$ cat src/source/mipsConfig.svh
`ifndef MIPS_CONFIG_SVH
`define MIPS_CONFIG_SVH

// Datapath width
`define DATA_WIDTH 32

// Architectural register count
`define REG_COUNT 32

// Data memory size in bytes, addresses wrap at this size
`define DMEM_BYTES 256

// First instruction fetched after reset
`define PC_RESET 32'h0000_0000

`endif

$ cat src/source/fetchUnit.sv
`timescale 1ns/1ps
`include "mipsConfig.svh"

module fetchUnit (
    input  logic                   Clk,
    input  logic                   reset,
    input  logic [`DATA_WIDTH-1:0] instruction,
    input  logic [`DATA_WIDTH-1:0] readDataA,
    input  logic                   branchTaken,
    input  logic                   jump,
    input  logic                   jumpReg,
    output logic [`DATA_WIDTH-1:0] instrAddress,
    output logic [`DATA_WIDTH-1:0] linkAddress
);

    logic [`DATA_WIDTH-1:0] pc;
    logic [`DATA_WIDTH-1:0] branchTarget;
    logic [`DATA_WIDTH-1:0] jumpTarget;
    logic [`DATA_WIDTH-1:0] nextPc;

    assign instrAddress = pc;
    assign linkAddress  = pc + 32'd4;

    // Word offset relative to the following instruction
    assign branchTarget = linkAddress + {{14{instruction[15]}}, instruction[15:0], 2'b00};
    // Region bits come from PC plus 4
    assign jumpTarget   = {linkAddress[31:28], instruction[25:0], 2'b00};

    always_comb begin
        if (jumpReg)          nextPc = readDataA;
        else if (jump)        nextPc = jumpTarget;
        else if (branchTaken) nextPc = branchTarget;
        else                  nextPc = linkAddress;
    end

    always_ff @(posedge Clk) begin
        if (reset) begin
            pc <= `PC_RESET;
        end else begin
            pc <= nextPc;
        end
    end

endmodule

$ cat config.mk
export PLATFORM = sky130hd
export DESIGN_NAME = fetchUnit
export DESIGN_NICKNAME = d
export VERILOG_FILES = /design/src/source/fetchUnit.sv
export VERILOG_INCLUDE_DIRS = /design/src /design/src/source
export SDC_FILE = /design/constraint.sdc
export NUM_CORES = 1
export LEC_CHECK = 0
export BUFFER_PORTS_ARGS = -buffer_cell sky130_fd_sc_hd__buf_2
export CORE_ASPECT_RATIO = 1.5
export CORE_MARGIN = 1
export CORE_UTILIZATION = 52
export DETAILED_ROUTE_END_ITERATION = 12
export PLACE_DENSITY = 0.82
export SETUP_SLACK_MARGIN = 0.5
export SLEW_MARGIN = 20
export SYNTH_ARGS = -nofsm -noshare
export SYNTH_HDL_FRONTEND = slang
export SYNTH_SLANG_ARGS = --single-unit
$ cat constraint.sdc
create_clock -name Clk -period 4.9 [get_ports Clk]
set_input_delay 0.49 -clock Clk [delete_from_list [all_inputs] [get_ports Clk]]
set_output_delay 0.49 -clock Clk [all_outputs]
set_load 0.01 [all_outputs]
==> metrics.yaml <==
clocking:
  clock_latency_ps: 300
  clockBufferDepth: 2
  cts.sinks: 32
  cts_buffers: 5
  cts_tree: "done"
  post_cts_buffers: 0
  clock_tree.htree_level_count: 2
  cts_root_buffer: "clkbuf_8"
  clkTransAtPathRegs_ps: 70
synthesis:
  synth_seq_cells: 32
  ys_warn_count: 0
  ys_seq_area_share_pct: 16.3
  synth_edf_count: 0
  yosysTopAreaCell: "dfxtp_1"
  async_flop_share_pct: 0
  syn_avg_cell_area_um2: 7.66
  netlist_instances: 514
  synth_area_leaders: "dfxtp_1 16%, ha_1 11%, a21o_1 6.1%"
  syn_area_mm2: 0.00394
  synth_top_area_share_pct: 16.3
  synthDistinctLibCells: 71
  synth_nets: 620
  synth_ff_type: "dfxtp_1"
floorplan:
  dieArea_mm2: 0.00793
  coreArea_mm2: 0.00727
  ios: 133
  start_util_pct: 54.1
  core.rowCount: 38
  dieWidth_um: 73.0
  dieHeight_um: 109
timing:
  min_period_ps: 4120
  setup_violations: 0
  grt_setup_unrepaired: "no"
  finalSetupTns_ps: 0
  hold_ws_ps: 379
  fmax_ghz: 0.243
  fin_skew_ps: 3.57
  relSlewSlack_pct: 43.9
  finalCritPeriodShare_pct: 84.0
  hold_violations: 0
  maxSlewViolCount: 0
  tightestPinTransition_ps: 838
routing:
  routed_wl_um: 12300
  post-route-drc-count: 0
  wl_per_cell_um: 16.9
  vias_per_cell: 6.04
  ant_nets: 0
  drt_iter0_drc: 303
  vias: 4409
  first_pass_iters: 5
global_route:
  grt_pass1_vias: 4189
  grt_pass1_wl_um: 19400
  grt-ovfl-total: 0
  grt_start_max_net_pins: 37
  antenna_found_initial: 0
  grt_usage_pct: 31.7
worst_setup_path:
  worstPathCellList: "nand4_2, or3_4, or3_4, inv_2, nand2_1, xnor2_1, ha_1, a21o_1, a21o_1, nor4b_2, nor2_1, and4_1, o31a_1, a221oi_1, nor3_2"
  cp_max_fo: 6
  path_depth: 15
  worstSetupStartpointType: "flip-flop"
  r2r_slack_ps: 780
  crit_slowest_cell: "dfxtp_1"
  required_ps: 5070
  critPathCaptureType: "flip-flop"
  max_stage_delay_ps: 460
  r2r_cells: 15
  arrival_ps: 4290
  critical_path_class: "reg2reg"
  path_buf_inv: 1
  cpLargestDelayFamily: "simple AND/OR/NAND/NOR gates"
final_layout:
  design_area_mm2: 0.00473
  multiInputGateArea_mm2: 0.00317
  largest_reg_flops: 32
  drive_above_1_share_pct: 25.9
  regArea_um2: 641
  fillers: 638
  final_cells: 730
  fin_util_pct: 65.0
  num-nets-final: 735
  n_antenna_cell: 0
  synthToLayoutAreaGrowth_pct: 20.1
placed_design:
  dp.cells: 722
  dp_hpwl_um: 9550
  numPortBuffers: 126
  placed_area_mm2: 0.00462
  place.gp.congestion: 0.933
hold_path:
  hold_depth: 3
  worstHoldPathType: "in2reg"
pwr:
  peakVddDrop_mv: 0.190
  p_per_area_mw_per_mm2: 221
  p_leak_nw: 2.42
flow_run:
  max_cap_violations: 0
run_status:
  status: "finished, final reports clean"
## worst register-to-register path: stages (launching register included)
cell      delay, ps
dfxtp_1         460
nand4_2         190
or3_4           460
or3_4           380
inv_2            70
nand2_1          60
xnor2_1         340
ha_1            350
a21o_1          170
a21o_1          210
nor4b_2         300
nor2_1          140
and4_1          240
o31a_1          240
a221oi_1        310
nor3_2           70
## layout make-up
type                            instances  area share [%]
Inverter                               13            1.03
Clock buffer                            8            1.91
Timing Repair Buffer                  129            13.8
Tap cell                              100            2.65
Sequential cell                        32            13.5
Multi-Input combinational cell        448            67.1
## cells by family after synthesis
logic type	after synthesis	synth area share, %
AOI/OAI and AO/OA	181	32.0
xor gates and xnor gates	51	12.1
adders and majority gates	37	12.0
buffers and inverters	34	3.53
DFF	32	16.3
muxes	7	1.78
and+or+nand+nor	172	22.3
## timing repair
item / in CTS / in global routing
resized for setup: 0 / 2
hold buffers: 0 / 0
setup endpoints to repair: 0 / 2
## worst paths after layout
kind / start / end
hold reg to reg: instrAddress[0]$_SDFFE_PP0P_ / instrAddress[0]$_SDFFE_PP0P_
setup / recovery: instrAddress[5]$_SDFF_PP0_ / instrAddress[29]$_SDFF_PP0_
hold / removal: readDataA[16] / instrAddress[16]$_SDFF_PP0_
setup reg to reg: instrAddress[5]$_SDFF_PP0_ / instrAddress[29]$_SDFF_PP0_
## cell usage after synthesis (all sizes together) (3+ instances only)
cell / count
nor2: 65
a21oi: 47
nand2: 41
ha: 36
a21o: 32
dfxtp: 32
xor2: 28
o21ai: 23
xnor2: 23
clkbuf: 16
and3: 14
inv: 12
nand3: 12
a211oi: 10
nand4: 10
o211ai: 10
nand2b: 8
o21a: 8
o21bai: 8
mux2i: 7
a211o: 5
a221oi: 5
and4: 5
buf: 5
o22ai: 5
nor3: 4
or3: 4
a311oi: 3
a31oi: 3
and2: 3
## power breakdown
part / switching, mW / internal, mW
Clock: 0.113 / 0.115
Sequential: 0.0272 / 0.282
Combinational: 0.290 / 0.218
## stage by stage
| step | setup slack (ps) | total power, mW |
|---|---|---|
| 3_3_place_gp | 882 | 0.801 |
| 4_1_cts | 798 | 1.04 |
| 6_report | 783 | 1.05 |
| 3_5_place_dp | 825 | 0.812 |
| 2_1_floorplan | 1030 | 0.665 |
| 5_1_grt | 559 | 1.11 |
## cells in the final DEF, fill, tap and decap left out, types with 3 or more instances in the layout
cell type / n
o22ai_1: 5
a311oi_1: 3
nor2_1: 61
nand2b_1: 8
clkbuf_8: 6
nand3_1: 11
xor2_1: 24
dfxtp_1: 32
mux2i_1: 7
o21ai_1: 4
o21a_1: 8
o211ai_1: 10
xor2_2: 4
o21ai_0: 18
nor3_1: 3
ha_1: 36
a21o_1: 32
xnor2_1: 22
a211oi_1: 10
nand4_1: 9
o21bai_1: 8
a211o_1: 5
and2_1: 3
and4_1: 5
a21oi_1: 45
buf_4: 3
a221oi_1: 3
inv_1: 11
buf_2: 126
nand2_1: 41
and3_1: 12
## routing by layer
layer | global-route usage, % | vias to the layer above | share of wire (%) | wire (um)
met3 | 5.13 | 38 | 5.5 | 685
li1 | - | 2132 | - | -
met4 | 15.0 | 0 | 3.2 | 389
met1 | 34.0 | 2062 | 38 | 4720
met2 | 58.7 | 177 | 53 | 6560
met5 | 0 | - | 0 | 0
Note: power is estimated with default switching activity, not from simulation.
