[config.mk]
export PLATFORM = sky130hd
export DESIGN_NAME = alu
export DESIGN_NICKNAME = d
export VERILOG_FILES = /design/src/source/mipsPkg.sv /design/src/source/alu.sv
export VERILOG_INCLUDE_DIRS = /design/src /design/src/source
export SDC_FILE = /design/constraint.sdc
export NUM_CORES = 2
export LEC_CHECK = 0
export BUFFER_PORTS_ARGS = -buffer_cell sky130_fd_sc_hd__buf_4
export CORE_UTILIZATION = 50
export DETAILED_ROUTE_END_ITERATION = 16
export PLACE_DENSITY = 0.67
export SETUP_SLACK_MARGIN = 0.4
export SLEW_MARGIN = 30
export SYNTH_ARGS = -nofsm -noshare
export SYNTH_HDL_FRONTEND = slang
export SYNTH_SLANG_ARGS = --single-unit
[constraint.sdc]
create_clock -name vclk -period 37.1
set_clock_uncertainty 0.15 [all_clocks]
set_input_delay 11.13 -clock vclk [all_inputs]
set_output_delay 11.13 -clock vclk [all_outputs]
set_load 0.01 [all_outputs]
[src/source/mipsConfig.svh]
`ifndef MIPS_CONFIG_SVH
`define MIPS_CONFIG_SVH

// Datapath width
`define DATA_WIDTH 32

// Architectural register count
`define REG_COUNT 32

// Data memory size in bytes, addresses wrap at this size
`define DMEM_BYTES 256

// First instruction fetched after reset
`define PC_RESET 32'h0000_0000

`endif

[src/source/mipsPkg.sv]
package mipsPkg;

    ////////////////////////////////////////////////////////////
    // Instruction encodings
    ////////////////////////////////////////////////////////////

    // Primary opcode, bits 31:26
    typedef enum logic [5:0] {
        OpSpecial  = 6'h00,
        OpRegimm   = 6'h01,
        OpJ        = 6'h02,
        OpJal      = 6'h03,
        OpBeq      = 6'h04,
        OpBne      = 6'h05,
        OpBlez     = 6'h06,
        OpBgtz     = 6'h07,
        OpAddi     = 6'h08,
        OpSlti     = 6'h0A,
        OpAndi     = 6'h0C,
        OpOri      = 6'h0D,
        OpXori     = 6'h0E,
        OpSpecial2 = 6'h1C,
        OpLb       = 6'h20,
        OpLh       = 6'h21,
        OpLw       = 6'h23,
        OpSb       = 6'h28,
        OpSh       = 6'h29,
        OpSw       = 6'h2B
    } opcodeT;

    // Function field, bits 5:0
    typedef enum logic [5:0] {
        FnSll = 6'h00,
        FnSrl = 6'h02,
        FnJr  = 6'h08,
        FnAdd = 6'h20,
        FnSub = 6'h22,
        FnAnd = 6'h24,
        FnOr  = 6'h25,
        FnXor = 6'h26,
        FnNor = 6'h27,
        FnSlt = 6'h2A
    } functT;

    // MUL under SPECIAL2 shares its code with SRL
    localparam functT FnMul = FnSrl;

    ////////////////////////////////////////////////////////////
    // Datapath controls
    ////////////////////////////////////////////////////////////

    typedef enum logic [3:0] {
        AluAdd, AluSub, AluAnd, AluOr, AluXor,
        AluNor, AluSlt, AluSll, AluSrl, AluMul
    } aluOpT;

    // DstLink always targets register 31
    typedef enum logic [1:0] {DstRt, DstRd, DstLink} regDstT;

    typedef enum logic [1:0] {WbAlu, WbMemory, WbLink} writeSelT;

    typedef enum logic [1:0] {SizeWord, SizeHalf, SizeByte} accessSizeT;

endpackage

[src/source/alu.sv]
`timescale 1ns/1ps
`include "mipsConfig.svh"

module alu (
    input  logic [`DATA_WIDTH-1:0] readDataA,
    input  logic [`DATA_WIDTH-1:0] readDataB,
    input  logic [15:0]            immediate,
    input  logic [4:0]             shamt,
    input  mipsPkg::aluOpT         aluOp,
    input  logic                   aluSrc,
    input  logic                   immZeroExtend,
    output logic [`DATA_WIDTH-1:0] aluResult,
    output logic                   equal,
    output logic                   isZero,
    output logic                   positive,
    output logic                   negative
);

    logic [`DATA_WIDTH-1:0] extendedImm;
    logic [`DATA_WIDTH-1:0] operandB;
    logic                   lessThan;

    // Operand B selection
    assign extendedImm = immZeroExtend ? {16'b0, immediate}
                                       : {{16{immediate[15]}}, immediate};
    assign operandB = aluSrc ? extendedImm : readDataB;
    assign lessThan = $signed(readDataA) < $signed(operandB);

    always_comb begin
        case (aluOp)
            mipsPkg::AluAdd: aluResult = readDataA + operandB;
            mipsPkg::AluSub: aluResult = readDataA - operandB;
            mipsPkg::AluAnd: aluResult = readDataA & operandB;
            mipsPkg::AluOr:  aluResult = readDataA | operandB;
            mipsPkg::AluXor: aluResult = readDataA ^ operandB;
            mipsPkg::AluNor: aluResult = ~(readDataA | operandB);
            mipsPkg::AluSlt: aluResult = {{(`DATA_WIDTH-1){1'b0}}, lessThan};
            // Shifts act on rt by shamt
            mipsPkg::AluSll: aluResult = operandB << shamt;
            mipsPkg::AluSrl: aluResult = operandB >> shamt;
            // Low word of the product
            mipsPkg::AluMul: aluResult = readDataA * operandB;
            default:         aluResult = readDataA + operandB;
        endcase
    end

    ////////////////////////////////////////////////////////////
    // Branch flags, always from the register values
    ////////////////////////////////////////////////////////////
    assign equal    = readDataA == readDataB;
    assign isZero   = readDataA == '0;
    assign negative = readDataA[`DATA_WIDTH-1];
    assign positive = !negative && !isZero;

endmodule

==> flow_summary.ini <==
[route]
drcViolationCount = 0
drt-total-wl_um = 112000
viasPerCell = 6.58
wl_per_cell_um = 30.0
dr.first_iter.drc_count = 3087
drtAntennaViolNets = 0
dr.pass1.iters = 7
vias = 24500

[cells_and_area]
fin_util_pct = 53.6
clkbuf_count = 0
drive_gt1_share_pct = 8.84
nNetsFinal = 3826
seq_area_um2 = 0
area_growth_pct = 5.79
final_cells = 3719
nFlopsAndLatches = 0

[synth]
synth_common_cells = inv_1 (484), nor2_1 (461), fa_1 (410)
synthDistinctLibCells = 79
postSynthNetCount = 3835
yosys_warnings = 0
yosysTopAreaCell = fa_1
syn_area_per_cell_um2 = 7.76
syn_inst = 3110
yosysSeqAreaShare_pct = 0
synth.most_common_cell = inv_1
synthTopCellsByArea = fa_1 (34%), ha_1 (12%), inv_1 (7.5%)
netlist.area_leader.share_pct = 34.0
mappedNetlistArea_um2 = 24100

[global_routing]
grt_max_degree = 88
gr-usage-all-layers_pct = 45.1
antenna_found_initial = 4
first_global_vias = 24300
overflow = 0
grt_pass1_wl_um = 162000

[timing]
final.setup.tns_ps = 0
finalHoldViolCount = 0
finalCriticalPeriod_ps = 31770
relSlewSlack_pct = 26.4
fin_crit_sh_pct = 85.6
setup_viol = 0
finalMaxSlewViolations = 0
max_clock_freq_mhz = 31.5
rsz0062_at_grt = false
tightest_slew_ps = 1100

[run]
maxCapViolations = 0

[worst_hold_path]
hp-class = primary input to output pin

[die]
die_y_um = 222
num_io_pins = 127
core_um2 = 47600
die_area_um2 = 49100
rows = 80
fp.dieW_um = 222
start_util_pct = 50.6

[setup_path]
critPathSlowestCell = clkinv_1
cp_slowest_stage_delay_ps = 860
worstSetupEndpoint = aluResult[31]
crit_path_max_fanout = 30
crit_arrival_ps = 20490
critPathLaunchType = primary input
crit_path_frequent_cell = fa_1
startpoint = aluSrc
critPathCaptureType = output pin
worstSetupPathType = primary input to output pin
worstPathRequired_ps = 25820

[clock_tree]
cts.repair.resized = 0
cts_setup_buffers = 0
cts.hold.buffers_added = 0

[place]
hpwlAfterDp_um = 87000
placement.io_buffers = 127
place_congestion = 1.07
dp.cells = 3714

[outcome]
status = finished, final reports clean
[logic make-up (layout without fill, tap and decap cells)]
kind of cell / after synthesis / count (layout) / synth area share (%)
compound gates: 573 / 573 / 15.9
xor+xnor: 133 / 133 / 4.83
fa+ha+maj: 634 / 634 / 45.6
buf+inv: 700 / 689 / 11.2
mux: 116 / 116 / 6.19
other cells: 0 / 5 / 0
simple gates: 954 / 954 / 16.3
[metrics by stage]
step | setup slack [ps] | cell area [µm²] | hold WS [ps]
finish | 5330 | 25500 | 22450
global route | 5120 | 25500 | 22440
floorplan | 7210 | 24100 | 22160
CTS | 5610 | 25500 | 22440
global placement | 5840 | 25500 | 22440
detailed placement | 5630 | 25500 | 22440
[how the worst min path moves through the flow]
stage                        from       end  slack, ps  cells after the start
floorplan           readDataA[31]  positive      22160                      1
global placement    readDataA[31]  negative      22440                      2
detailed placement  readDataA[31]  negative      22440                      2
CTS                 readDataA[31]  negative      22440                      2
global route        readDataA[31]  negative      22440                      2
finish              readDataA[31]  negative      22450                      2
[critical path: cells and delay by family]
kind,cells,cell delay [ps]
buffers and inverters,8,2170
AND/OR/NAND/NOR,4,1260
adder cells (fa/ha/maj),9,3670
XOR/XNOR,1,180
AO/OA/AOI/OAI,8,2040
[final cells by class]
| type | instances | area [µm²] |
|---|---|---|
| Fill cell | 4613 | 22100 |
| Multi-Input combinational cell | 2410 | 21500 |
| Inverter | 514 | 1930 |
| Timing Repair Buffer | 175 | 1310 |
| Tap cell | 615 | 769 |
| Antenna cell | 5 | 12.5 |
[cell usage in the layout, fill, tap and decap left out, types with 9 or more instances in the layout]
master and n:
a211o_1 9, a211oi_1 20, a21o_1 48, a21oi_1 134
a221o_1 15, a221oi_1 46, a31oi_1 14, buf_4 175
clkinv_1 10, fa_1 410, ha_1 224, inv_1 484
inv_2 20, mux2_2 23, mux2i_1 58, mux2i_2 12
mux4_2 21, nand2_1 340, nand2b_1 20, nand3_1 23
nand4_1 12, nor2_1 460, nor2b_1 16, nor3_1 21
nor4_1 21, o211ai_1 27, o21a_1 9, o21ai_0 114
o21ai_1 23, o21bai_1 10, o221ai_1 15, o22ai_1 19
o31ai_1 10, or3_1 9, xnor2_1 82, xor2_1 51
[per-layer routing]
| metal | vias up | share of wire (%) | GRT usage, % |
|---|---|---|---|
| li1 | 10000 | - | - |
| met1 | 12100 | 38 | 59.9 |
| met2 | 1899 | 42 | 67.3 |
| met3 | 448 | 12 | 9.58 |
| met4 | 4 | 7.7 | 27.6 |
| met5 | - | 0.026 | 0 |
