<file path="src/source/mipsConfig.svh">
`ifndef MIPS_CONFIG_SVH
`define MIPS_CONFIG_SVH

// Datapath width
`define DATA_WIDTH 32

// Architectural register count
`define REG_COUNT 32

// Data memory size in bytes, addresses wrap at this size
`define DMEM_BYTES 256

// First instruction fetched after reset
`define PC_RESET 32'h0000_0000

`endif

</file>
<file path="src/source/mipsPkg.sv">
package mipsPkg;

    ////////////////////////////////////////////////////////////
    // Instruction encodings
    ////////////////////////////////////////////////////////////

    // Primary opcode, bits 31:26
    typedef enum logic [5:0] {
        OpSpecial  = 6'h00,
        OpRegimm   = 6'h01,
        OpJ        = 6'h02,
        OpJal      = 6'h03,
        OpBeq      = 6'h04,
        OpBne      = 6'h05,
        OpBlez     = 6'h06,
        OpBgtz     = 6'h07,
        OpAddi     = 6'h08,
        OpSlti     = 6'h0A,
        OpAndi     = 6'h0C,
        OpOri      = 6'h0D,
        OpXori     = 6'h0E,
        OpSpecial2 = 6'h1C,
        OpLb       = 6'h20,
        OpLh       = 6'h21,
        OpLw       = 6'h23,
        OpSb       = 6'h28,
        OpSh       = 6'h29,
        OpSw       = 6'h2B
    } opcodeT;

    // Function field, bits 5:0
    typedef enum logic [5:0] {
        FnSll = 6'h00,
        FnSrl = 6'h02,
        FnJr  = 6'h08,
        FnAdd = 6'h20,
        FnSub = 6'h22,
        FnAnd = 6'h24,
        FnOr  = 6'h25,
        FnXor = 6'h26,
        FnNor = 6'h27,
        FnSlt = 6'h2A
    } functT;

    // MUL under SPECIAL2 shares its code with SRL
    localparam functT FnMul = FnSrl;

    ////////////////////////////////////////////////////////////
    // Datapath controls
    ////////////////////////////////////////////////////////////

    typedef enum logic [3:0] {
        AluAdd, AluSub, AluAnd, AluOr, AluXor,
        AluNor, AluSlt, AluSll, AluSrl, AluMul
    } aluOpT;

    // DstLink always targets register 31
    typedef enum logic [1:0] {DstRt, DstRd, DstLink} regDstT;

    typedef enum logic [1:0] {WbAlu, WbMemory, WbLink} writeSelT;

    typedef enum logic [1:0] {SizeWord, SizeHalf, SizeByte} accessSizeT;

endpackage

</file>
<file path="src/source/registerFile.sv">
`timescale 1ns/1ps
`include "mipsConfig.svh"

module registerFile (
    input  logic                   Clk,
    input  logic                   reset,
    input  logic [4:0]             rsAddress,
    input  logic [4:0]             rtAddress,
    input  logic [4:0]             rdAddress,
    input  logic                   regWrite,
    input  mipsPkg::regDstT        regDst,
    input  mipsPkg::writeSelT      writeSel,
    input  logic [`DATA_WIDTH-1:0] aluResult,
    input  logic [`DATA_WIDTH-1:0] loadData,
    input  logic [`DATA_WIDTH-1:0] linkAddress,
    output logic [`DATA_WIDTH-1:0] readDataA,
    output logic [`DATA_WIDTH-1:0] readDataB,
    output logic                   regWriteEnable,
    output logic [4:0]             regWriteAddress,
    output logic [`DATA_WIDTH-1:0] regWriteData
);

    logic [`DATA_WIDTH-1:0] registers [`REG_COUNT];

    assign regWriteAddress = regDst == mipsPkg::DstRd   ? rdAddress :
                             regDst == mipsPkg::DstLink ? 5'd31 : rtAddress;
    assign regWriteData = writeSel == mipsPkg::WbMemory ? loadData :
                          writeSel == mipsPkg::WbLink   ? linkAddress : aluResult;
    // Register 0 is never written
    assign regWriteEnable = regWrite && regWriteAddress != 5'd0 && !reset;

    assign readDataA = rsAddress == 5'd0 ? '0 : registers[rsAddress];
    assign readDataB = rtAddress == 5'd0 ? '0 : registers[rtAddress];

    always_ff @(posedge Clk) begin
        if (reset) begin
            for (int i = 0; i < `REG_COUNT; i++) begin
                registers[i] <= '0;
            end
        end else if (regWriteEnable) begin
            registers[regWriteAddress] <= regWriteData;
        end
    end

endmodule

</file>
<file path="config.mk">
export PLATFORM = sky130hd
export DESIGN_NAME = registerFile
export DESIGN_NICKNAME = d
export VERILOG_FILES = /design/src/source/mipsPkg.sv /design/src/source/registerFile.sv
export VERILOG_INCLUDE_DIRS = /design/src /design/src/source
export SDC_FILE = /design/constraint.sdc
export NUM_CORES = 2
export LEC_CHECK = 0
export BUFFER_PORTS_ARGS = -buffer_cell sky130_fd_sc_hd__buf_2
export CAP_MARGIN = 20
export CORE_MARGIN = 1
export CORE_UTILIZATION = 40
export DETAILED_ROUTE_END_ITERATION = 8
export PLACE_DENSITY = 0.64
export SLEW_MARGIN = 20
export SYNTH_ARGS = -nofsm -noshare
export SYNTH_HDL_FRONTEND = slang
export SYNTH_SLANG_ARGS = --single-unit
</file>
<file path="constraint.sdc">
create_clock -name Clk -period 5.24 [get_ports Clk]
set_clock_uncertainty 0.15 [all_clocks]
set_input_delay 1.572 -clock Clk [delete_from_list [all_inputs] [get_ports Clk]]
set_output_delay 1.572 -clock Clk [all_outputs]
set_load 0.02 [all_outputs]
</file>
==> reports/qor.yml <==
clock_network:
  cts_max_path_buffers: 3
  cts_tree: "done"
  root_buffer: "clkbuf_16"
  cts_buffers: 103
  hold_buffers: 0
  cts.sinks: 1024
  h-tree-depth: 3
  clk_pin_slew_worst_paths_ns: 0.06
route:
  ant_nets: 0
  dr.pass1.iters: 6
  drtIter0Drc: 6126
  route.detailed.drc: 0
  wl_mm: 188
  avgViaCountPerCell: 6.39
  wl_per_cell_um: 31.2
  num_vias: 38600
critical_path:
  worstSetupPathType: "in -> out"
  worstPathArrival_ns: 3.59
  critPathCaptureType: "primary output"
  critPathLaunchType: "input pin"
  cp.required_ns: 3.52
  cp_max_fo: 7
global_route:
  gr-usage-all-layers_pct: 27.7
  overflow: 0
  antenna_found_initial: 2
  grt_max_degree: 39
  grt_pass1_wl_mm: 264
  grt_pass1_vias: 37600
synthesis:
  synth.distinct_cells: 43
  syn_inst: 3706
  synth_edf_count: 1024
  ys_ff_latch: 1024
  synth-main-ff-cell: "edfxtp_1"
  yosys_warnings: 0
  synth_compound_area_share_pct: 4.49
  synth_top_family_by_area: "multiplexers"
  async_reset_ff_share_pct: 0
  synth-adder-area-share_pct: 0
  synth_xor_area_share_pct: 0.0474
  synth.avg_cell_area_sq_um: 14.2
  synth.area.mux_share_pct: 24.7
  synth_area_sq_um: 52800
  ys_seq_area_share_pct: 58.3
  yosys.area_share.simple_pct: 9.11
layout:
  nFillCells: 10700
  largest_register_ffs: 1024
  drive_above_1_share_pct: 40.9
  areaGrowthSynthToFinish_pct: 26.9
  final_area_sq_um: 66900
  regMostFlops: "registers"
  finalNetCount: 4330
  top_regs: "registers: 1024 flops"
  final_core_util_pct: 51.4
floorplanning:
  start_util_pct: 40.5
  placeableCoreArea_sq_um: 130000
  die_h_um: 365
  num_rows: 132
  die_area_sq_um: 133000
  io_pins: 220
  fp.dieW_um: 365
timing:
  timing.hold.ws_ns: 1.48
  rsz0062_at_grt: "true"
  hold_viol: 0
  final-setup-viol-count: 27
  slew_headroom_pct: 48.5
  setup_slack_ns: -0.0708
  tns_ns: -0.542
  finalCritPeriodShare_pct: 101
  slew_viol_final: 0
  tightest_slew_ns: 0.772
  fin_crit_ns: 5.31
  fmax_mhz: 188
min_path:
  hold_start: "loadData[10]"
  min_to: "registers[11][10]$_SDFFCE_PN0P_"
  hold_path.class: "in -> reg"
  whs_path_depth: 6
power:
  finalPower_w: 0.0208
  pwr_density_cell_nw_per_um2: 311
  ir_drop_mv: 0.249
  leakagePower_nw: 24.4
placed_design:
  place_area_sq_um: 59500
  post-dp-hpwl_mm: 118
  gp_congestion: 0.906
  io_buffers: 219
status:
  violations: "negative setup slack"
  outcome: "finished, violations left"
flow_run:
  cap_viol_max_count: 0
-- cells in the final DEF, fill, tap and decap left out, drive strengths merged, types with 2 or more instances in the layout --
cell and instances:
a211oi 5, diode 2, mux4 461, mux2 61
edfxtp 1024, nor2b 11, and2 4, a22o 62
nand2 41, inv 41, nand4 15, nor4 5
bufinv 9, clkinv 46, bufbuf 2, or2 2
clkbuf 130, nand2b 38, mux2i 195, nor3b 2
or3b 3, a2111oi 63, nor2 995, nor3 59
a22oi 19, buf 765, conb 32, o22ai 115
nand3 18, o21ai 32, a32o 7, o32ai 3
a21oi 11
-- routing by layer --
| layer | GRT usage [%] | routed length, um | up-vias | part of all wire [%] |
|---|---|---|---|---|
| met5 | 0 | 0 | - | 0 |
| met4 | 10.6 | 7690 | 0 | 4.1 |
| met3 | 6.56 | 25200 | 443 | 13 |
| met2 | 42.3 | 85900 | 3102 | 46 |
| met1 | 38.4 | 69200 | 19700 | 37 |
| li1 | - | - | 15300 | - |
-- critical path, stage by stage --
cell       delay (ns)
buf_4            0.17
or3b_4           0.44
buf_4            0.17
clkbuf_16        0.16
o22ai_1          0.26
a2111oi_4        0.09
buf_4            0.18
nor3_4           0.36
buf_6            0.18
-- worst max path at each step --
stage / slack, ns / end / startpoint
finish: -0.07 / readDataB[28] / rtAddress[3]
global route: -0.08 / readDataB[23] / rtAddress[0]
CTS: -0.09 / readDataA[25] / rsAddress[1]
detailed placement: -0.69 / readDataB[8] / rtAddress[0]
global placement: -0.64 / readDataB[8] / rtAddress[0]
floorplan: 0.008 / readDataB[30] / rtAddress[0]
-- through the flow --
step	setup slack, ns	instances
global placement	-0.637	5749
CTS	-0.0878	5986
finish	-0.0708	6030
global route	-0.0802	6029
floorplan	0.00773	3737
detailed placement	-0.685	5749
-- power by group --
group	switching, W	total (W)	internal (W)
combinational	0.00207	0.00375	0.00168
clock	0.00319	0.00727	0.00408
sequential	0.000264	0.00976	0.00950
total	0.00553	0.0208	0.0153
-- area by class of cell --
cell class                 count  area [sq um]  area share, %
antenna                        2          5.00        0.00748
clock inverter                58           509          0.761
multi-input combinational   2268         22900           34.1
inverter                      39           146          0.219
sequential                  1024         30700           45.9
timing repair buffer         776          7800           11.7
tap                         1742          2180           3.26
clock buffer                 121          2690           4.02
-- synthesized netlist by cell type (all sizes together), types with 4 or more instances --
cell type | number | area share [%]
inv | 39 | 0.28
buf | 111 | 0.99
nand4 | 15 | 0.18
nor2 | 995 | 7.1
edfxtp | 1024 | 58
o21ai | 32 | 0.30
nand2b | 38 | 0.45
a21oi | 11 | 0.10
mux4 | 461 | 20
mux2 | 61 | 1.3
a22o | 62 | 1.0
a2111oi | 63 | 1.0
and2 | 4 | 0.047
nand3 | 18 | 0.17
a22oi | 19 | 0.28
nand2 | 41 | 0.29
clkbuf | 295 | 2.1
nor2b | 11 | 0.13
nor3 | 59 | 0.56
nor4 | 5 | 0.059
a32o | 7 | 0.13
mux2i | 195 | 3.7
o22ai | 115 | 1.4
a211oi | 5 | 0.071
-- repair_timing --
item,4_1_cts,5_1_grt
resized for setup,403,147
pin swaps,62,91
gates cloned,22,9
buffers inserted,44,48
endpoints found under the setup margin,64,58
-- logic make-up after synthesis --
| kind of cell | after synthesis |
|---|---|
| and+or+nand+nor | 1196 |
| DFF | 1024 |
| muxes | 717 |
| buffers and inverters | 445 |
| AOI/OAI and AO/OA | 321 |
| xor gates and xnor gates | 2 |
| other | 1 |
Note: power is estimated with default switching activity, not from simulation.
