===== src/source/mipsConfig.svh =====
`ifndef MIPS_CONFIG_SVH
`define MIPS_CONFIG_SVH

// Datapath width
`define DATA_WIDTH 32

// Architectural register count
`define REG_COUNT 32

// Data memory size in bytes, addresses wrap at this size
`define DMEM_BYTES 256

// First instruction fetched after reset
`define PC_RESET 32'h0000_0000

`endif


===== src/source/mipsPkg.sv =====
package mipsPkg;

    ////////////////////////////////////////////////////////////
    // Instruction encodings
    ////////////////////////////////////////////////////////////

    // Primary opcode, bits 31:26
    typedef enum logic [5:0] {
        OpSpecial  = 6'h00,
        OpRegimm   = 6'h01,
        OpJ        = 6'h02,
        OpJal      = 6'h03,
        OpBeq      = 6'h04,
        OpBne      = 6'h05,
        OpBlez     = 6'h06,
        OpBgtz     = 6'h07,
        OpAddi     = 6'h08,
        OpSlti     = 6'h0A,
        OpAndi     = 6'h0C,
        OpOri      = 6'h0D,
        OpXori     = 6'h0E,
        OpSpecial2 = 6'h1C,
        OpLb       = 6'h20,
        OpLh       = 6'h21,
        OpLw       = 6'h23,
        OpSb       = 6'h28,
        OpSh       = 6'h29,
        OpSw       = 6'h2B
    } opcodeT;

    // Function field, bits 5:0
    typedef enum logic [5:0] {
        FnSll = 6'h00,
        FnSrl = 6'h02,
        FnJr  = 6'h08,
        FnAdd = 6'h20,
        FnSub = 6'h22,
        FnAnd = 6'h24,
        FnOr  = 6'h25,
        FnXor = 6'h26,
        FnNor = 6'h27,
        FnSlt = 6'h2A
    } functT;

    // MUL under SPECIAL2 shares its code with SRL
    localparam functT FnMul = FnSrl;

    ////////////////////////////////////////////////////////////
    // Datapath controls
    ////////////////////////////////////////////////////////////

    typedef enum logic [3:0] {
        AluAdd, AluSub, AluAnd, AluOr, AluXor,
        AluNor, AluSlt, AluSll, AluSrl, AluMul
    } aluOpT;

    // DstLink always targets register 31
    typedef enum logic [1:0] {DstRt, DstRd, DstLink} regDstT;

    typedef enum logic [1:0] {WbAlu, WbMemory, WbLink} writeSelT;

    typedef enum logic [1:0] {SizeWord, SizeHalf, SizeByte} accessSizeT;

endpackage


===== src/source/controller.sv =====
`timescale 1ns/1ps

module controller (
    input  logic [5:0]           opcode,
    input  logic [5:0]           funct,
    input  logic [4:0]           rtField,
    input  logic                 equal,
    input  logic                 isZero,
    input  logic                 positive,
    input  logic                 negative,
    output mipsPkg::aluOpT       aluOp,
    output logic                 aluSrc,
    output logic                 immZeroExtend,
    output logic                 regWrite,
    output mipsPkg::regDstT      regDst,
    output mipsPkg::writeSelT    writeSel,
    output logic                 memWrite,
    output logic                 memRead,
    output mipsPkg::accessSizeT  accessSize,
    output logic                 branchTaken,
    output logic                 jump,
    output logic                 jumpReg
);

    always_comb begin
        // Everything inactive unless the opcode says otherwise
        aluOp         = mipsPkg::AluAdd;
        aluSrc        = 1'b0;
        immZeroExtend = 1'b0;
        regWrite      = 1'b0;
        regDst        = mipsPkg::DstRt;
        writeSel      = mipsPkg::WbAlu;
        memWrite      = 1'b0;
        memRead       = 1'b0;
        accessSize    = mipsPkg::SizeWord;
        branchTaken   = 1'b0;
        jump          = 1'b0;
        jumpReg       = 1'b0;

        case (mipsPkg::opcodeT'(opcode))
            ////////////////////////////////////////////////////////////
            // Register forms
            ////////////////////////////////////////////////////////////
            mipsPkg::OpSpecial: begin
                regDst   = mipsPkg::DstRd;
                regWrite = 1'b1;
                case (mipsPkg::functT'(funct))
                    mipsPkg::FnAdd: aluOp = mipsPkg::AluAdd;
                    mipsPkg::FnSub: aluOp = mipsPkg::AluSub;
                    mipsPkg::FnAnd: aluOp = mipsPkg::AluAnd;
                    mipsPkg::FnOr:  aluOp = mipsPkg::AluOr;
                    mipsPkg::FnXor: aluOp = mipsPkg::AluXor;
                    mipsPkg::FnNor: aluOp = mipsPkg::AluNor;
                    mipsPkg::FnSlt: aluOp = mipsPkg::AluSlt;
                    mipsPkg::FnSll: aluOp = mipsPkg::AluSll;
                    mipsPkg::FnSrl: aluOp = mipsPkg::AluSrl;
                    mipsPkg::FnJr: begin
                        regWrite = 1'b0;
                        jumpReg  = 1'b1;
                    end
                    // Unknown function, no-op
                    default: regWrite = 1'b0;
                endcase
            end
            mipsPkg::OpSpecial2: begin
                if (funct == mipsPkg::FnMul) begin
                    aluOp    = mipsPkg::AluMul;
                    regDst   = mipsPkg::DstRd;
                    regWrite = 1'b1;
                end
            end

            ////////////////////////////////////////////////////////////
            // Immediate forms, result goes to rt
            ////////////////////////////////////////////////////////////
            mipsPkg::OpAddi, mipsPkg::OpSlti,
            mipsPkg::OpAndi, mipsPkg::OpOri, mipsPkg::OpXori: begin
                aluSrc   = 1'b1;
                regWrite = 1'b1;
                case (mipsPkg::opcodeT'(opcode))
                    mipsPkg::OpSlti: aluOp = mipsPkg::AluSlt;
                    mipsPkg::OpAndi: aluOp = mipsPkg::AluAnd;
                    mipsPkg::OpOri:  aluOp = mipsPkg::AluOr;
                    mipsPkg::OpXori: aluOp = mipsPkg::AluXor;
                    default:         aluOp = mipsPkg::AluAdd;
                endcase
                // Logical immediates are zero-extended
                immZeroExtend = opcode != mipsPkg::OpAddi && opcode != mipsPkg::OpSlti;
            end

            // Loads, address is rs plus offset
            mipsPkg::OpLw, mipsPkg::OpLh, mipsPkg::OpLb: begin
                aluSrc   = 1'b1;
                regWrite = 1'b1;
                memRead  = 1'b1;
                writeSel = mipsPkg::WbMemory;
                if (opcode == mipsPkg::OpLh) accessSize = mipsPkg::SizeHalf;
                if (opcode == mipsPkg::OpLb) accessSize = mipsPkg::SizeByte;
            end

            // Stores
            mipsPkg::OpSw, mipsPkg::OpSh, mipsPkg::OpSb: begin
                aluSrc   = 1'b1;
                memWrite = 1'b1;
                if (opcode == mipsPkg::OpSh) accessSize = mipsPkg::SizeHalf;
                if (opcode == mipsPkg::OpSb) accessSize = mipsPkg::SizeByte;
            end

            ////////////////////////////////////////////////////////////
            // Branches and jumps
            ////////////////////////////////////////////////////////////
            mipsPkg::OpBeq:  branchTaken = equal;
            mipsPkg::OpBne:  branchTaken = !equal;
            mipsPkg::OpBgtz: branchTaken = positive;
            mipsPkg::OpBlez: branchTaken = negative || isZero;
            // rt selects BLTZ (0) or BGEZ (1)
            mipsPkg::OpRegimm: begin
                case (rtField)
                    5'd0:    branchTaken = negative;
                    5'd1:    branchTaken = positive || isZero;
                    default: branchTaken = 1'b0;
                endcase
            end
            mipsPkg::OpJ: jump = 1'b1;
            mipsPkg::OpJal: begin
                jump     = 1'b1;
                regWrite = 1'b1;
                regDst   = mipsPkg::DstLink;
                writeSel = mipsPkg::WbLink;
            end
            default: ;
        endcase
    end

endmodule


===== config.mk =====
export PLATFORM = sky130hd
export DESIGN_NAME = controller
export DESIGN_NICKNAME = d
export VERILOG_FILES = /design/src/source/mipsConfig.svh /design/src/source/mipsPkg.sv /design/src/source/controller.sv
export SDC_FILE = /design/constraint.sdc
export NUM_CORES = 1
export LEC_CHECK = 0
export BUFFER_PORTS_ARGS = -buffer_cell sky130_fd_sc_hd__buf_2
export CORE_AREA = 5 5 42 44
export DETAILED_ROUTE_END_ITERATION = 7
export DIE_AREA = 0 0 47 49
export PLACE_DENSITY_LB_ADDON = 0.05
export SYNTH_ARGS = -nofsm -noshare
export SYNTH_HDL_FRONTEND = slang
export SYNTH_SLANG_ARGS = --single-unit

===== constraint.sdc =====
create_clock -name vclk -period 4.56
set_clock_uncertainty 0.1 [all_clocks]
set_input_delay 0.684 -clock vclk [all_inputs]
set_output_delay 0.684 -clock vclk [all_outputs]
set_load 0.01 [all_outputs]

==> impl_metrics.yaml <==
outcome:
  status: "finished, final reports clean"
floorplanning:
  die_y_um: 49
  die_area_um2: 2300
  die_w_um: 47
  core_area_um2: 1400
  start_util_pct: 37.2
  rows: 14
  pin_count: 39
worst_setup_path:
  cp_max_fo: 12
  crit_family: "simple AND/OR/NAND/NOR gates"
  path_cells: "buf_2 > nor4_4 > nand2_2 > or4_1 > nand4_1 > buf_2"
  arrival_ps: 2120
  critPathCaptureType: "output port"
  slowest_delay_ps: 500
  crit_buf_inv: 2
  crit_path_start_kind: "input port"
  crit_top_cell: "buf_2"
  crit_cells: 6
  crit_start: "opcode[3]"
  crit_required_ps: 3780
  crit_type: "in -> out"
  slowest_stage: "or4_1"
clock_tree:
  cts_resized: 0
  ctsHoldBuffers: 0
  postCtsSetupBuffers: 0
synthesis:
  synth_top_cell_by_area: "nor2_1"
  yosysWarnings: 0
  syn_nets: 108
  seq_area_frac_synth_pct: 0
  synthCells: 87
  synth_common_cells: "nor2_1 (11), nand2_1 (9), clkbuf_1 (6), a21oi_1 (5)"
  yosys.area.top_type_share_pct: 7.91
  syn_area_um2: 522
  syn_avg_cell_area_um2: 6.00
  post-synth-top-count-cell: "nor2_1"
  ys_top_cells_by_area: "nor2_1 (7.9%), nand2_1 (6.5%), o32ai_1 (5.0%)"
  synth.distinct_cells: 36
pwr:
  p_leak_nw: 0.354
  powerDensity_nw_per_um2: 66.8
  ir_drop_mv: 0.0377
  finalPower_mw: 0.0469
run:
  cap_viol_max_count: 0
min_path:
  min-delay-start: "opcode[5]"
  whs_path_depth: 3
  min_path_type: "in -> out"
grt:
  grt.overflow.total: 0
  grt_pass1_vias: 650
  grt_max_degree: 14
  grt_use_total_pct: 14.5
  grt_antenna_before_repair: 0
  grt_first_pass_wirelength_mm: 2.74
finish:
  fillCellCount: 165
  multi_input_area_um2: 483
  seq_area_um2: 0
  diodes: 0
  seq_cells: 0
  nets: 141
  drive_gt1_share_pct: 38.1
  clock_buffers: 0
  syn2layout_area_growth_pct: 34.5
placement:
  gp_congestion: 0.928
  portBuffers: 39
  hpwl_mm: 1.38
  pre_cts_ws_ps: 1630
drt:
  wl_mm: 1.71
  firstDrtPassIters: 4
  vias_per_cell: 5.46
  wl_met2_um: 778
  final_antenna_net_count: 0
  route.top_layer_used: "met3"
  wl_met3_um: 146
  wl_per_cell_um: 12.8
  met1Wirelength_um: 789
  dr.first_iter.drc_count: 21
  route.detailed.drc: 0
  dr_total_vias: 731
sta:
  slew-limit-headroom_pct: 73.6
  setup_viol: 0
  slew_viol_final: 0
  period_needed_ps: 2900
  fmax_ghz: 0.344
  fin_ws_ps: 1660
  finalSetupTns_ps: 0
  tightest_slew_ps: 394
  fin_crit_sh_pct: 63.7
  grt_setup_unrepaired: "no"
  hold_viol: 0
[final cells by class]
cell class                 count  share of cell area (%)
inverter                       1                   0.535
multi-input combinational     78                    68.8
tap                           16                    2.85
timing repair buffer          39                    27.8
[report_power, final]
group          leakage, nW  switching (mW)  total (mW)  internal (mW)
Clock                    0               0           0              0
Sequential               0               0           0              0
Combinational        0.354          0.0275      0.0469         0.0194
Total                0.354          0.0275      0.0469         0.0194
[routing by layer]
layer | GRT usage (%) | vias to the layer above
li1 | - | 384
met1 | 22.2 | 320
met2 | 23.5 | 27
met3 | 0.369 | 0
met4 | 0 | 0
met5 | 0 | -
[stage by stage]
step / instances / util, % / hold slack (ps) / cell area (µm²)
after floorplan: 87 / - / 1320 / 522
after global placement: 134 / 50.1 / 1640 / 702
after detailed placement: 134 / 50.1 / 1640 / 702
after CTS: 134 / 50.1 / 1650 / 702
after global routing: 134 / 50.1 / 1670 / 702
final: 134 / 50.1 / 1640 / 702
[worst min-delay path, stage by stage]
cell and delay [ps]:
buf_2 170, nor3_1 80, buf_2 130
[path summary, 6_finish.rpt]
| path | to | slack, ps |
|---|---|---|
| worst min-delay path | aluOp[3] | 1640 |
| worst max-delay path | regWrite | 1660 |
[cells by family after synthesis]
| kind of cell | Yosys count | synth area share, % |
|---|---|---|
| xor gates and xnor gates | 2 | 3.36 |
| and+or+nand+nor | 58 | 65.9 |
| muxes | 1 | 1.92 |
| AOI/OAI and AO/OA | 17 | 21.3 |
| buffers and inverters | 9 | 7.43 |
[cells in the final DEF (no fill, tap or decap), drive strengths merged, types with 3 or more instances in the layout]
| cell type | synthesis | final |
|---|---|---|
| o21ai | 3 | 3 |
| nor2 | 11 | 11 |
| and3 | 4 | 4 |
| a21oi | 5 | 5 |
| o211ai | 3 | 3 |
| nor3 | 3 | 3 |
| nor4 | 4 | 4 |
| nand4 | 4 | 4 |
| buf | 2 | 39 |
| nand2b | 4 | 4 |
| nand2 | 10 | 10 |
| o32ai | 3 | 3 |
No activity file was read; power rests on OpenSTA's default activity.
